## src/rob_pkg.sv

```systemverilog
/*
 * Shared definitions for the commit stage: buffer and register file
 * geometry, vector types and the commit state encoding
 */
package rob_pkg;

    // The reorder buffer holds this many instructions in flight
    localparam int ROB_DEPTH = 16;

    // One tag bit per doubling of the buffer depth
    localparam int TAG_WIDTH = $clog2(ROB_DEPTH);

    // Width of a register value as it travels on the CDB and into the map
    localparam int DATA_WIDTH = 32;

    // Width of a redirect target handed back to fetch
    localparam int ADDR_WIDTH = 32;

    // Architectural register file size and its index width
    localparam int REG_COUNT      = 32;
    localparam int REG_ADDR_WIDTH = $clog2(REG_COUNT);

    // A register value
    typedef logic [DATA_WIDTH-1:0] data_t;

    // A redirect target address
    typedef logic [ADDR_WIDTH-1:0] addr_t;

    // Index of one reorder buffer entry, also the tag of its instruction
    typedef logic [TAG_WIDTH-1:0] rob_tag_t;

    // Head and tail pointers carry one extra wrap bit above the index
    // so that full and empty can be told apart
    typedef logic [TAG_WIDTH:0] rob_ptr_t;

    // Index of one architectural register
    typedef logic [REG_ADDR_WIDTH-1:0] reg_addr_t;

    // Normal in-order retire, or the single cycle that wipes busy marks
    // after a redirect
    typedef enum logic {
        COMMIT = 1'b0,
        FLUSH  = 1'b1
    } commit_state_t;

endpackage

```

## src/ooo_ifs.sv

```systemverilog
/*
 * Bundles between the commit stage blocks: CDB broadcast, dispatch
 * port, register map lookup and the retire write
 */

// Results from the execution units, one strobe per completed instruction
interface cdb_if import rob_pkg::*; ();
    logic     en;
    rob_tag_t tag;
    data_t    data;
    logic     redirect;
    addr_t    addr;

    modport source (output en, tag, data, redirect, addr);
    modport sink   (input  en, tag, data, redirect, addr);
endinterface

// In-order enqueue into the tail of the reorder buffer
interface rob_dispatch_if import rob_pkg::*; ();
    logic      en;
    reg_addr_t rdest;
    logic      rdy;
    data_t     data;
    logic      stall;
    rob_tag_t  tag;

    modport source (output en, rdest, rdy, data, input  stall, tag);
    modport sink   (input  en, rdest, rdy, data, output stall, tag);
endinterface

// Combinational read of two source registers from the register map
interface regmap_lookup_if import rob_pkg::*; ();
    reg_addr_t rsrc [2];
    data_t     data [2];
    rob_tag_t  tag  [2];
    logic      busy [2];

    modport requester (output rsrc, input  data, tag, busy);
    modport responder (input  rsrc, output data, tag, busy);
endinterface

// Retiring head entry written into the architectural state
interface retire_wr_if import rob_pkg::*; ();
    logic      en;
    reg_addr_t rdest;
    data_t     data;
    rob_tag_t  tag;

    modport source (output en, rdest, data, tag);
    modport sink   (input  en, rdest, data, tag);
endinterface

```

## src/rob_pointers.sv

```systemverilog
/*
 * Head and tail pointers of the reorder buffer with a wrap bit
 * for full and empty detection and a clear on redirect
 */
module rob_pointers import rob_pkg::*; (
    input  logic     clk,
    input  logic     n_rst,
    input  logic     push,
    input  logic     pop,
    input  logic     clear,
    output rob_ptr_t head,
    output rob_ptr_t tail,
    output logic     full,
    output logic     empty
);

    // Difference with only the wrap bit set means the tail lapped the head
    localparam rob_ptr_t WRAP_ONLY = rob_ptr_t'(1) << TAG_WIDTH;

    // Tail moves on every accepted dispatch
    // A clear puts both pointers back to entry zero and wins over a push
    always_ff @(posedge clk or negedge n_rst) begin
        if (!n_rst) begin
            tail <= '0;
        end else if (clear) begin
            tail <= '0;
        end else if (push) begin
            tail <= tail + 1'b1;
        end
    end

    // Head moves on every retire, with the same clear priority
    always_ff @(posedge clk or negedge n_rst) begin
        if (!n_rst) begin
            head <= '0;
        end else if (clear) begin
            head <= '0;
        end else if (pop) begin
            head <= head + 1'b1;
        end
    end

    // Same index on both sides, the wrap bit decides between full and empty
    assign full  = ((head ^ tail) == WRAP_ONLY);
    assign empty = (head == tail);

endmodule

```

## src/commit_ctrl.sv

```systemverilog
/*
 * Commit sequencer: stays in normal commit and spends exactly one
 * flush cycle after a redirect retires
 */
module commit_ctrl import rob_pkg::*; (
    input  logic          clk,
    input  logic          n_rst,
    input  logic          redirect,
    output logic          flush,
    output commit_state_t state
);

    commit_state_t next_state;

    // State register
    always_ff @(posedge clk or negedge n_rst) begin
        if (!n_rst) begin
            state <= COMMIT;
        end else begin
            state <= next_state;
        end
    end

    // Next state logic
    always_comb begin
        next_state = state;
        case (state)
            COMMIT: begin
                // The redirecting entry retires in this cycle and the
                // younger entries are thrown away at the same edge
                if (redirect) begin
                    next_state = FLUSH;
                end
            end
            FLUSH: begin
                // One cycle is enough to wipe every busy mark in the map
                next_state = COMMIT;
            end
            default: begin
                next_state = COMMIT;
            end
        endcase
    end

    // Flush holds dispatch off and clears the register map busy bits
    assign flush = (state == FLUSH);

endmodule

```

## src/reorder_buffer.sv

```systemverilog
/*
 * Reorder buffer entry storage with CDB writeback, in-order retire
 * from the head and forwarding of source operands at dispatch
 */
module reorder_buffer import rob_pkg::*; (
    input  logic                      clk,
    input  logic                      n_rst,
    cdb_if.sink                       cdb,
    rob_dispatch_if.sink              disp,
    input  reg_addr_t                 rsrc_a,
    input  reg_addr_t                 rsrc_b,
    input  logic                      flush,
    input  rob_ptr_t                  head,
    input  rob_ptr_t                  tail,
    input  logic                      full,
    input  logic                      empty,
    regmap_lookup_if.requester        lookup,
    retire_wr_if.source               retire,
    output logic                      tag_wr_en,
    output reg_addr_t                 tag_wr_rdest,
    output rob_tag_t                  tag_wr_tag,
    output data_t                     src_data [2],
    output rob_tag_t                  src_tag  [2],
    output logic                      src_rdy  [2],
    output logic                      redirect,
    output addr_t                     redirect_addr,
    output logic                      push,
    output logic                      pop
);

    // Per-entry fields, kept as separate arrays
    logic      entry_rdy      [ROB_DEPTH];
    logic      entry_redirect [ROB_DEPTH];
    addr_t     entry_target   [ROB_DEPTH];
    data_t     entry_data     [ROB_DEPTH];
    reg_addr_t entry_rdest    [ROB_DEPTH];

    rob_tag_t head_idx;
    rob_tag_t tail_idx;
    logic     disp_accept;
    logic     retire_en;

    assign head_idx = head[TAG_WIDTH-1:0];
    assign tail_idx = tail[TAG_WIDTH-1:0];

    // The buffer refuses new work while full or while the map is flushed
    assign disp.stall  = full || flush;
    assign disp.tag    = tail_idx;
    assign disp_accept = disp.en && !disp.stall;
    assign push        = disp_accept;

    // The new destination is claimed in the register map under the tail tag
    assign tag_wr_en    = disp_accept;
    assign tag_wr_rdest = disp.rdest;
    assign tag_wr_tag   = tail_idx;

    // Head retires as soon as its result is in and the buffer holds something
    assign retire_en = entry_rdy[head_idx] && !empty;
    assign pop       = retire_en;

    assign retire.en    = retire_en;
    assign retire.rdest = entry_rdest[head_idx];
    assign retire.data  = entry_data[head_idx];
    assign retire.tag   = head_idx;

    // A retiring branch sends fetch to its target in the same cycle
    assign redirect      = retire_en && entry_redirect[head_idx];
    assign redirect_addr = entry_target[head_idx];

    // Both sources are looked up in the register map in parallel
    assign lookup.rsrc[0] = rsrc_a;
    assign lookup.rsrc[1] = rsrc_b;

    // Source operand priority is the register map value when the register
    // is idle, then a matching CDB broadcast in this cycle, and last the
    // owning entry in the buffer, which may still be waiting
    always_comb begin
        for (int i = 0; i < 2; i++) begin
            src_tag[i] = lookup.tag[i];
            if (!lookup.busy[i]) begin
                src_data[i] = lookup.data[i];
                src_rdy[i]  = 1'b1;
            end else if (cdb.en && (cdb.tag == lookup.tag[i])) begin
                src_data[i] = cdb.data;
                src_rdy[i]  = 1'b1;
            end else begin
                src_data[i] = entry_data[lookup.tag[i]];
                src_rdy[i]  = entry_rdy[lookup.tag[i]];
            end
        end
    end

    // Entry flags, dispatch wins if the CDB names the slot being refilled
    always_ff @(posedge clk or negedge n_rst) begin
        if (!n_rst) begin
            for (int i = 0; i < ROB_DEPTH; i++) begin
                entry_rdy[i]      <= 1'b0;
                entry_redirect[i] <= 1'b0;
            end
        end else begin
            for (int i = 0; i < ROB_DEPTH; i++) begin
                if (disp_accept && (tail_idx == rob_tag_t'(i))) begin
                    entry_rdy[i]      <= disp.rdy;
                    entry_redirect[i] <= 1'b0;
                end else if (cdb.en && (cdb.tag == rob_tag_t'(i))) begin
                    entry_rdy[i]      <= 1'b1;
                    entry_redirect[i] <= cdb.redirect;
                end
            end
        end
    end

    // Entry payload with the same dispatch over CDB priority
    always_ff @(posedge clk) begin
        for (int i = 0; i < ROB_DEPTH; i++) begin
            if (disp_accept && (tail_idx == rob_tag_t'(i))) begin
                entry_data[i]  <= disp.data;
                entry_rdest[i] <= disp.rdest;
            end else if (cdb.en && (cdb.tag == rob_tag_t'(i))) begin
                entry_target[i] <= cdb.addr;
                entry_data[i]   <= cdb.data;
            end
        end
    end

endmodule

```

## src/register_map.sv

```systemverilog
/*
 * Architectural register map: committed values plus a busy bit and
 * the owning reorder buffer tag for every register
 */
module register_map import rob_pkg::*; (
    input  logic                  clk,
    input  logic                  n_rst,
    retire_wr_if.sink             retire,
    regmap_lookup_if.responder    lookup,
    input  logic                  tag_wr_en,
    input  reg_addr_t             tag_wr_rdest,
    input  rob_tag_t              tag_wr_tag,
    input  logic                  flush
);

    data_t                values [REG_COUNT];
    logic [REG_COUNT-1:0] busy;
    rob_tag_t             owner  [REG_COUNT];

    // Committed values only change when an instruction retires
    always_ff @(posedge clk or negedge n_rst) begin
        if (!n_rst) begin
            for (int i = 0; i < REG_COUNT; i++) begin
                values[i] <= '0;
            end
        end else if (retire.en) begin
            values[retire.rdest] <= retire.data;
        end
    end

    // Busy marks track which registers still wait for an in-flight result
    always_ff @(posedge clk or negedge n_rst) begin
        if (!n_rst) begin
            busy <= '0;
        end else if (flush) begin
            // Everything younger than the redirect is gone
            busy <= '0;
        end else begin
            // Only the newest owner may release the register
            if (retire.en && (owner[retire.rdest] == retire.tag)) begin
                busy[retire.rdest] <= 1'b0;
            end
            // A dispatch to the same register in this cycle takes it over again
            if (tag_wr_en) begin
                busy[tag_wr_rdest] <= 1'b1;
            end
        end
    end

    // Owner tag follows the most recent dispatch to each register
    always_ff @(posedge clk) begin
        if (tag_wr_en) begin
            owner[tag_wr_rdest] <= tag_wr_tag;
        end
    end

    // Lookups answer within the same cycle
    always_comb begin
        for (int i = 0; i < 2; i++) begin
            lookup.data[i] = values[lookup.rsrc[i]];
            lookup.tag[i]  = owner[lookup.rsrc[i]];
            lookup.busy[i] = busy[lookup.rsrc[i]];
        end
    end

endmodule

```

## src/ooo_commit_top.sv

```systemverilog
/*
 * Commit end of the out-of-order core: reorder buffer, pointers,
 * commit sequencer and register map behind plain ports
 */
module ooo_commit_top import rob_pkg::*; (
    input  logic      clk,
    input  logic      n_rst,
    // Dispatch side
    input  logic      disp_en,
    input  reg_addr_t disp_rdest,
    input  reg_addr_t disp_rsrc_a,
    input  reg_addr_t disp_rsrc_b,
    input  logic      disp_rdy,
    input  data_t     disp_data,
    output logic      disp_stall,
    output rob_tag_t  disp_tag,
    // Forwarded source operands for the instruction being dispatched
    output data_t     src_a_data,
    output rob_tag_t  src_a_tag,
    output logic      src_a_rdy,
    output data_t     src_b_data,
    output rob_tag_t  src_b_tag,
    output logic      src_b_rdy,
    // Common data bus
    input  logic      cdb_en,
    input  rob_tag_t  cdb_tag,
    input  data_t     cdb_data,
    input  logic      cdb_redirect,
    input  addr_t     cdb_addr,
    // Retire and redirect
    output logic      commit_en,
    output reg_addr_t commit_rdest,
    output data_t     commit_data,
    output logic      redirect,
    output addr_t     redirect_addr
);

    cdb_if           cdb ();
    rob_dispatch_if  disp ();
    regmap_lookup_if lookup ();
    retire_wr_if     retire ();

    rob_ptr_t      head;
    rob_ptr_t      tail;
    logic          full;
    logic          empty;
    logic          push;
    logic          pop;
    logic          flush;
    logic          tag_wr_en;
    reg_addr_t     tag_wr_rdest;
    rob_tag_t      tag_wr_tag;
    data_t         src_data [2];
    rob_tag_t      src_tag  [2];
    logic          src_rdy  [2];
    // Sequencer state, left visible for the bound assertions
    commit_state_t ctrl_state;

    assign cdb.en       = cdb_en;
    assign cdb.tag      = cdb_tag;
    assign cdb.data     = cdb_data;
    assign cdb.redirect = cdb_redirect;
    assign cdb.addr     = cdb_addr;

    assign disp.en    = disp_en;
    assign disp.rdest = disp_rdest;
    assign disp.rdy   = disp_rdy;
    assign disp.data  = disp_data;
    assign disp_stall = disp.stall;
    assign disp_tag   = disp.tag;

    assign src_a_data = src_data[0];
    assign src_a_tag  = src_tag[0];
    assign src_a_rdy  = src_rdy[0];
    assign src_b_data = src_data[1];
    assign src_b_tag  = src_tag[1];
    assign src_b_rdy  = src_rdy[1];

    assign commit_en    = retire.en;
    assign commit_rdest = retire.rdest;
    assign commit_data  = retire.data;

    // The retiring redirect empties the buffer at the same edge
    rob_pointers i_pointers (
        .clk   (clk),
        .n_rst (n_rst),
        .push  (push),
        .pop   (pop),
        .clear (redirect),
        .head  (head),
        .tail  (tail),
        .full  (full),
        .empty (empty)
    );

    commit_ctrl i_ctrl (
        .clk      (clk),
        .n_rst    (n_rst),
        .redirect (redirect),
        .flush    (flush),
        .state    (ctrl_state)
    );

    reorder_buffer i_rob (
        .clk           (clk),
        .n_rst         (n_rst),
        .cdb           (cdb.sink),
        .disp          (disp.sink),
        .rsrc_a        (disp_rsrc_a),
        .rsrc_b        (disp_rsrc_b),
        .flush         (flush),
        .head          (head),
        .tail          (tail),
        .full          (full),
        .empty         (empty),
        .lookup        (lookup.requester),
        .retire        (retire.source),
        .tag_wr_en     (tag_wr_en),
        .tag_wr_rdest  (tag_wr_rdest),
        .tag_wr_tag    (tag_wr_tag),
        .src_data      (src_data),
        .src_tag       (src_tag),
        .src_rdy       (src_rdy),
        .redirect      (redirect),
        .redirect_addr (redirect_addr),
        .push          (push),
        .pop           (pop)
    );

    register_map i_regmap (
        .clk          (clk),
        .n_rst        (n_rst),
        .retire       (retire.sink),
        .lookup       (lookup.responder),
        .tag_wr_en    (tag_wr_en),
        .tag_wr_rdest (tag_wr_rdest),
        .tag_wr_tag   (tag_wr_tag),
        .flush        (flush)
    );

endmodule

```

## config.mk

```make
export PLATFORM = sky130hd
export DESIGN_NAME = ooo_commit_top
export DESIGN_NICKNAME = d
export VERILOG_FILES = /design/src/rob_pkg.sv /design/src/ooo_ifs.sv /design/src/rob_pointers.sv /design/src/commit_ctrl.sv /design/src/reorder_buffer.sv /design/src/register_map.sv /design/src/ooo_commit_top.sv
export SDC_FILE = /design/constraint.sdc
export NUM_CORES = 2
export LEC_CHECK = 0
export BUFFER_PORTS_ARGS = -buffer_cell sky130_fd_sc_hd__buf_4
export CORE_ASPECT_RATIO = 0.6
export CORE_MARGIN = 3
export CORE_UTILIZATION = 65
export DETAILED_ROUTE_END_ITERATION = 6
export MAX_ROUTING_LAYER = met4
export PLACE_DENSITY = 0.86
export SYNTH_ARGS = -nofsm -noshare
export SYNTH_HDL_FRONTEND = slang
export SYNTH_HIERARCHICAL = 1
export SYNTH_SLANG_ARGS = --single-unit
export TNS_END_PERCENT = 10
```

## constraint.sdc

```tcl
create_clock -name clk -period 11 [get_ports clk]
set_input_delay 2.75 -clock clk [delete_from_list [all_inputs] [get_ports clk]]
set_output_delay 2.75 -clock clk [all_outputs]
set_load 0.005 [all_outputs]
```

==> summary.txt <==
STA
  – Period Utilization, post-route: 0.909
  – Rel. slew slack: 0.133
  – Count of final hold-check violations: 0
  – Worst slew pin tran: 1.30 ns
  – Unrepaired setup endpoints after global routing: false
  – Slew Viols, Final: 0
  – F_max: 100 MHz
  – Fin worst setup slack: 1.00 ns
  – Setup Skew: 0.0600 ns
  – Setup TNS: 0 ns
  – Fin crit period: 10.0 ns
  – Final setup vio count: 0

Worst setup path
  – Worst EP required: 8.25 ns
  – CP cell instances: buf_8, buf_4, mux4_2, mux4_2, mux2_4, buf_4, a221oi_1, o21ai_0, a31oi_1, buf_4
  – Crit path depth: 10
  – Worst path bufs/invs: 4
  – Critical Path Sink Type: output port
  – Worst Reg-to-Reg Cells: 8
  – CP Class: in -> out
  – R2r setup slk: 4.24 ns
  – Max incr delay on CP: 0.96 ns
  – CP Max Fanout: 57
  – Delay-heaviest family, CP: multiplexers
  – CP max-delay cell: a31oi_1
  – Most used cell, CP: buf_4
  – Worst R2R End: i_regmap/busy[8]$_DFF_PN0_
  – Worst r2r src: i_pointers/head[0]$_DFFE_PN0P_
  – Critical Path AT: 7.25 ns
  – Worst Setup Start Kind: input pin

Floorplan
  – Die Width: 570 um
  – Die Ht: 344 um
  – Num rows: 123
  – Starting Density: 0.658
  – I/O pin total: 271
  – Core outline area: 188000 um2
  – Die ar.: 196000 um2

Synth
  – Mapped Area: 124000 um2
  – Avg Synthesized Cell Area: 17.2 um2
  – Cells after Synth: 7206
  – Synthesized Nets: 7329
  – Synth warn: 6

Placed design
  – GP Congestion: 0.969
  – PortBufs: 270
  – Setup slack at placement: 1.19 ns
  – Post-detail-place hpwl: 226 mm
  – Placed Area: 128000 um2

CTS
  – Hold buffers post-CTS: 0
  – Cts repair resizes: 0
  – CTS sink cnt: 2331
  – Clock Path Buffers: 4
  – CTS Buf Count: 208
  – Htree depth: 4
  – Post-CTS setup buffers: 0
  – Clock-pin slew on the worst setup and hold paths: 0.07 ns
  – CTS tree: done
  – Root Driver: clkbuf_16
  – Insertion delay to the later sink of the worst-skew pair: 0.88 ns

Global routing
  – Largest net degree at the start of global routing: 194
  – Vias in the first global route: 79600
  – Initial antenna violation count: 25
  – GRT Total Usage: 0.415
  – First-pass GRT wire length: 567 mm
  – Total gr overflow: 0

Pwr
  – Leak pwr: 0.0505 uW
  – Power Density: 248 nW/um2
  – Max IR drop VDD: 0.000314 V
  – Total power: 33300 uW

Run
  – Max-Cap Viols: 0

Drt
  – Vias per cell: 8.09
  – Detail Route Antenna Nets: 0
  – Routed WL per cell: 40.2 um
  – DR pass1 iterations: 6
  – WL final: 392 mm
  – Number of DRC markers in iteration 0: 14000
  – # DRC: 28
  – Vias: 78900

Finish
  – Share of layout cells above drive strength 1: 0.520
  – Final nets: 7192
  – Post-layout util: 0.713
  – Post-route cell area: 134000 um2
  – Synth-to-layout area growth: 8.39%

Outcome
  – Failing checks: DRC
  – Outcome: complete, but fails checks

Hold path
  – Hold Path Cell Cnt: 1
  – WHS Endpoint: i_regmap/values[235]$_DFFE_PN0P_
  – Hold/Removal Path Class: reg -> reg
  – Hold Crit Start: i_regmap/values[235]$_DFFE_PN0P_
worst max-delay path by stage:
stage | startpoint | to | slack (ns)
floorplan | disp_rsrc_b[0] | src_b_data[0] | 1.67
global placement | disp_rsrc_b[0] | src_b_data[27] | 1.29
detailed placement | disp_rsrc_b[0] | src_b_data[27] | 1.19
CTS | disp_rsrc_b[0] | src_b_data[27] | 1.18
global route | disp_rsrc_b[0] | src_b_data[19] | 0.97
finish | disp_rsrc_b[0] | src_b_data[7] | 1.00
sequential cells by signal, indices dropped and copies added, names as in the netlist:
register	flops
i_rob/entry_redirect	16
i_pointers/tail	5
i_rob/entry_data	512
i_pointers/head	5
i_regmap/values	1024
i_regmap/owner	128
i_regmap/busy	32
i_rob/entry_target	512
i_rob/entry_rdest	80
i_ctrl/flush	1
i_rob/entry_rdy	16
area by class of cell:
class | instances | area (um2)
diodes | 29 | 72.6
clock buffers | 272 | 5650
clock inverters | 97 | 1070
fillers | 11100 | 54000
inverters | 47 | 176
multi-input cells | 4044 | 56100
flip-flops and latches | 2331 | 64500
well taps | 2500 | 3130
repair buffers | 437 | 3580
per-stage QoR:
stage / std cells / hold WS [ns]
floorplan: 7206 / 0.471
global placement: 9359 / 0.485
detailed placement: 9359 / 0.497
CTS: 9728 / 0.514
global route: 9753 / 0.530
finish: 9757 / 0.515
layer usage:
metal	vias to the layer above	GRT usage	share of wire
met5	-	-	0
met4	0	0.190	0.058
met3	1583	0.173	0.17
met2	7642	0.559	0.43
met1	40700	0.555	0.34
li1	29000	-	-
where the power goes:
group / switching, uW / leakage [uW] / internal (uW)
Sequential: 1360 / 0.0254 / 11000
Clock: 3330 / 0.00330 / 4110
Combinational: 7340 / 0.0218 / 6150
Total: 12000 / 0.0505 / 21300
placed cells by master, fill, tap and decap left out, types with 13 or more instances in the layout:
cell	instances
mux4_2	1292
clkinv_1	22
nor2_1	175
nor3_1	14
a41o_1	64
o21ai_0	81
mux2_2	1532
mux2_1	108
clkbuf_1	45
or2_2	14
diode_2	29
a31oi_1	67
buf_12	20
inv_1	36
mux2_4	33
dfrtp_1	1094
nand2_1	103
buf_4	410
clkbuf_16	209
clkinv_2	39
a311oi_2	30
a221oi_1	64
xor2_1	13
a21oi_1	20
nand3_1	19
o22ai_1	33
nor2_4	22
nand2b_2	16
clkbuf_8	18
bufinv_16	21
edfxtp_1	1232
mux2i_1	204
Power figures use the tool's default switching activity.
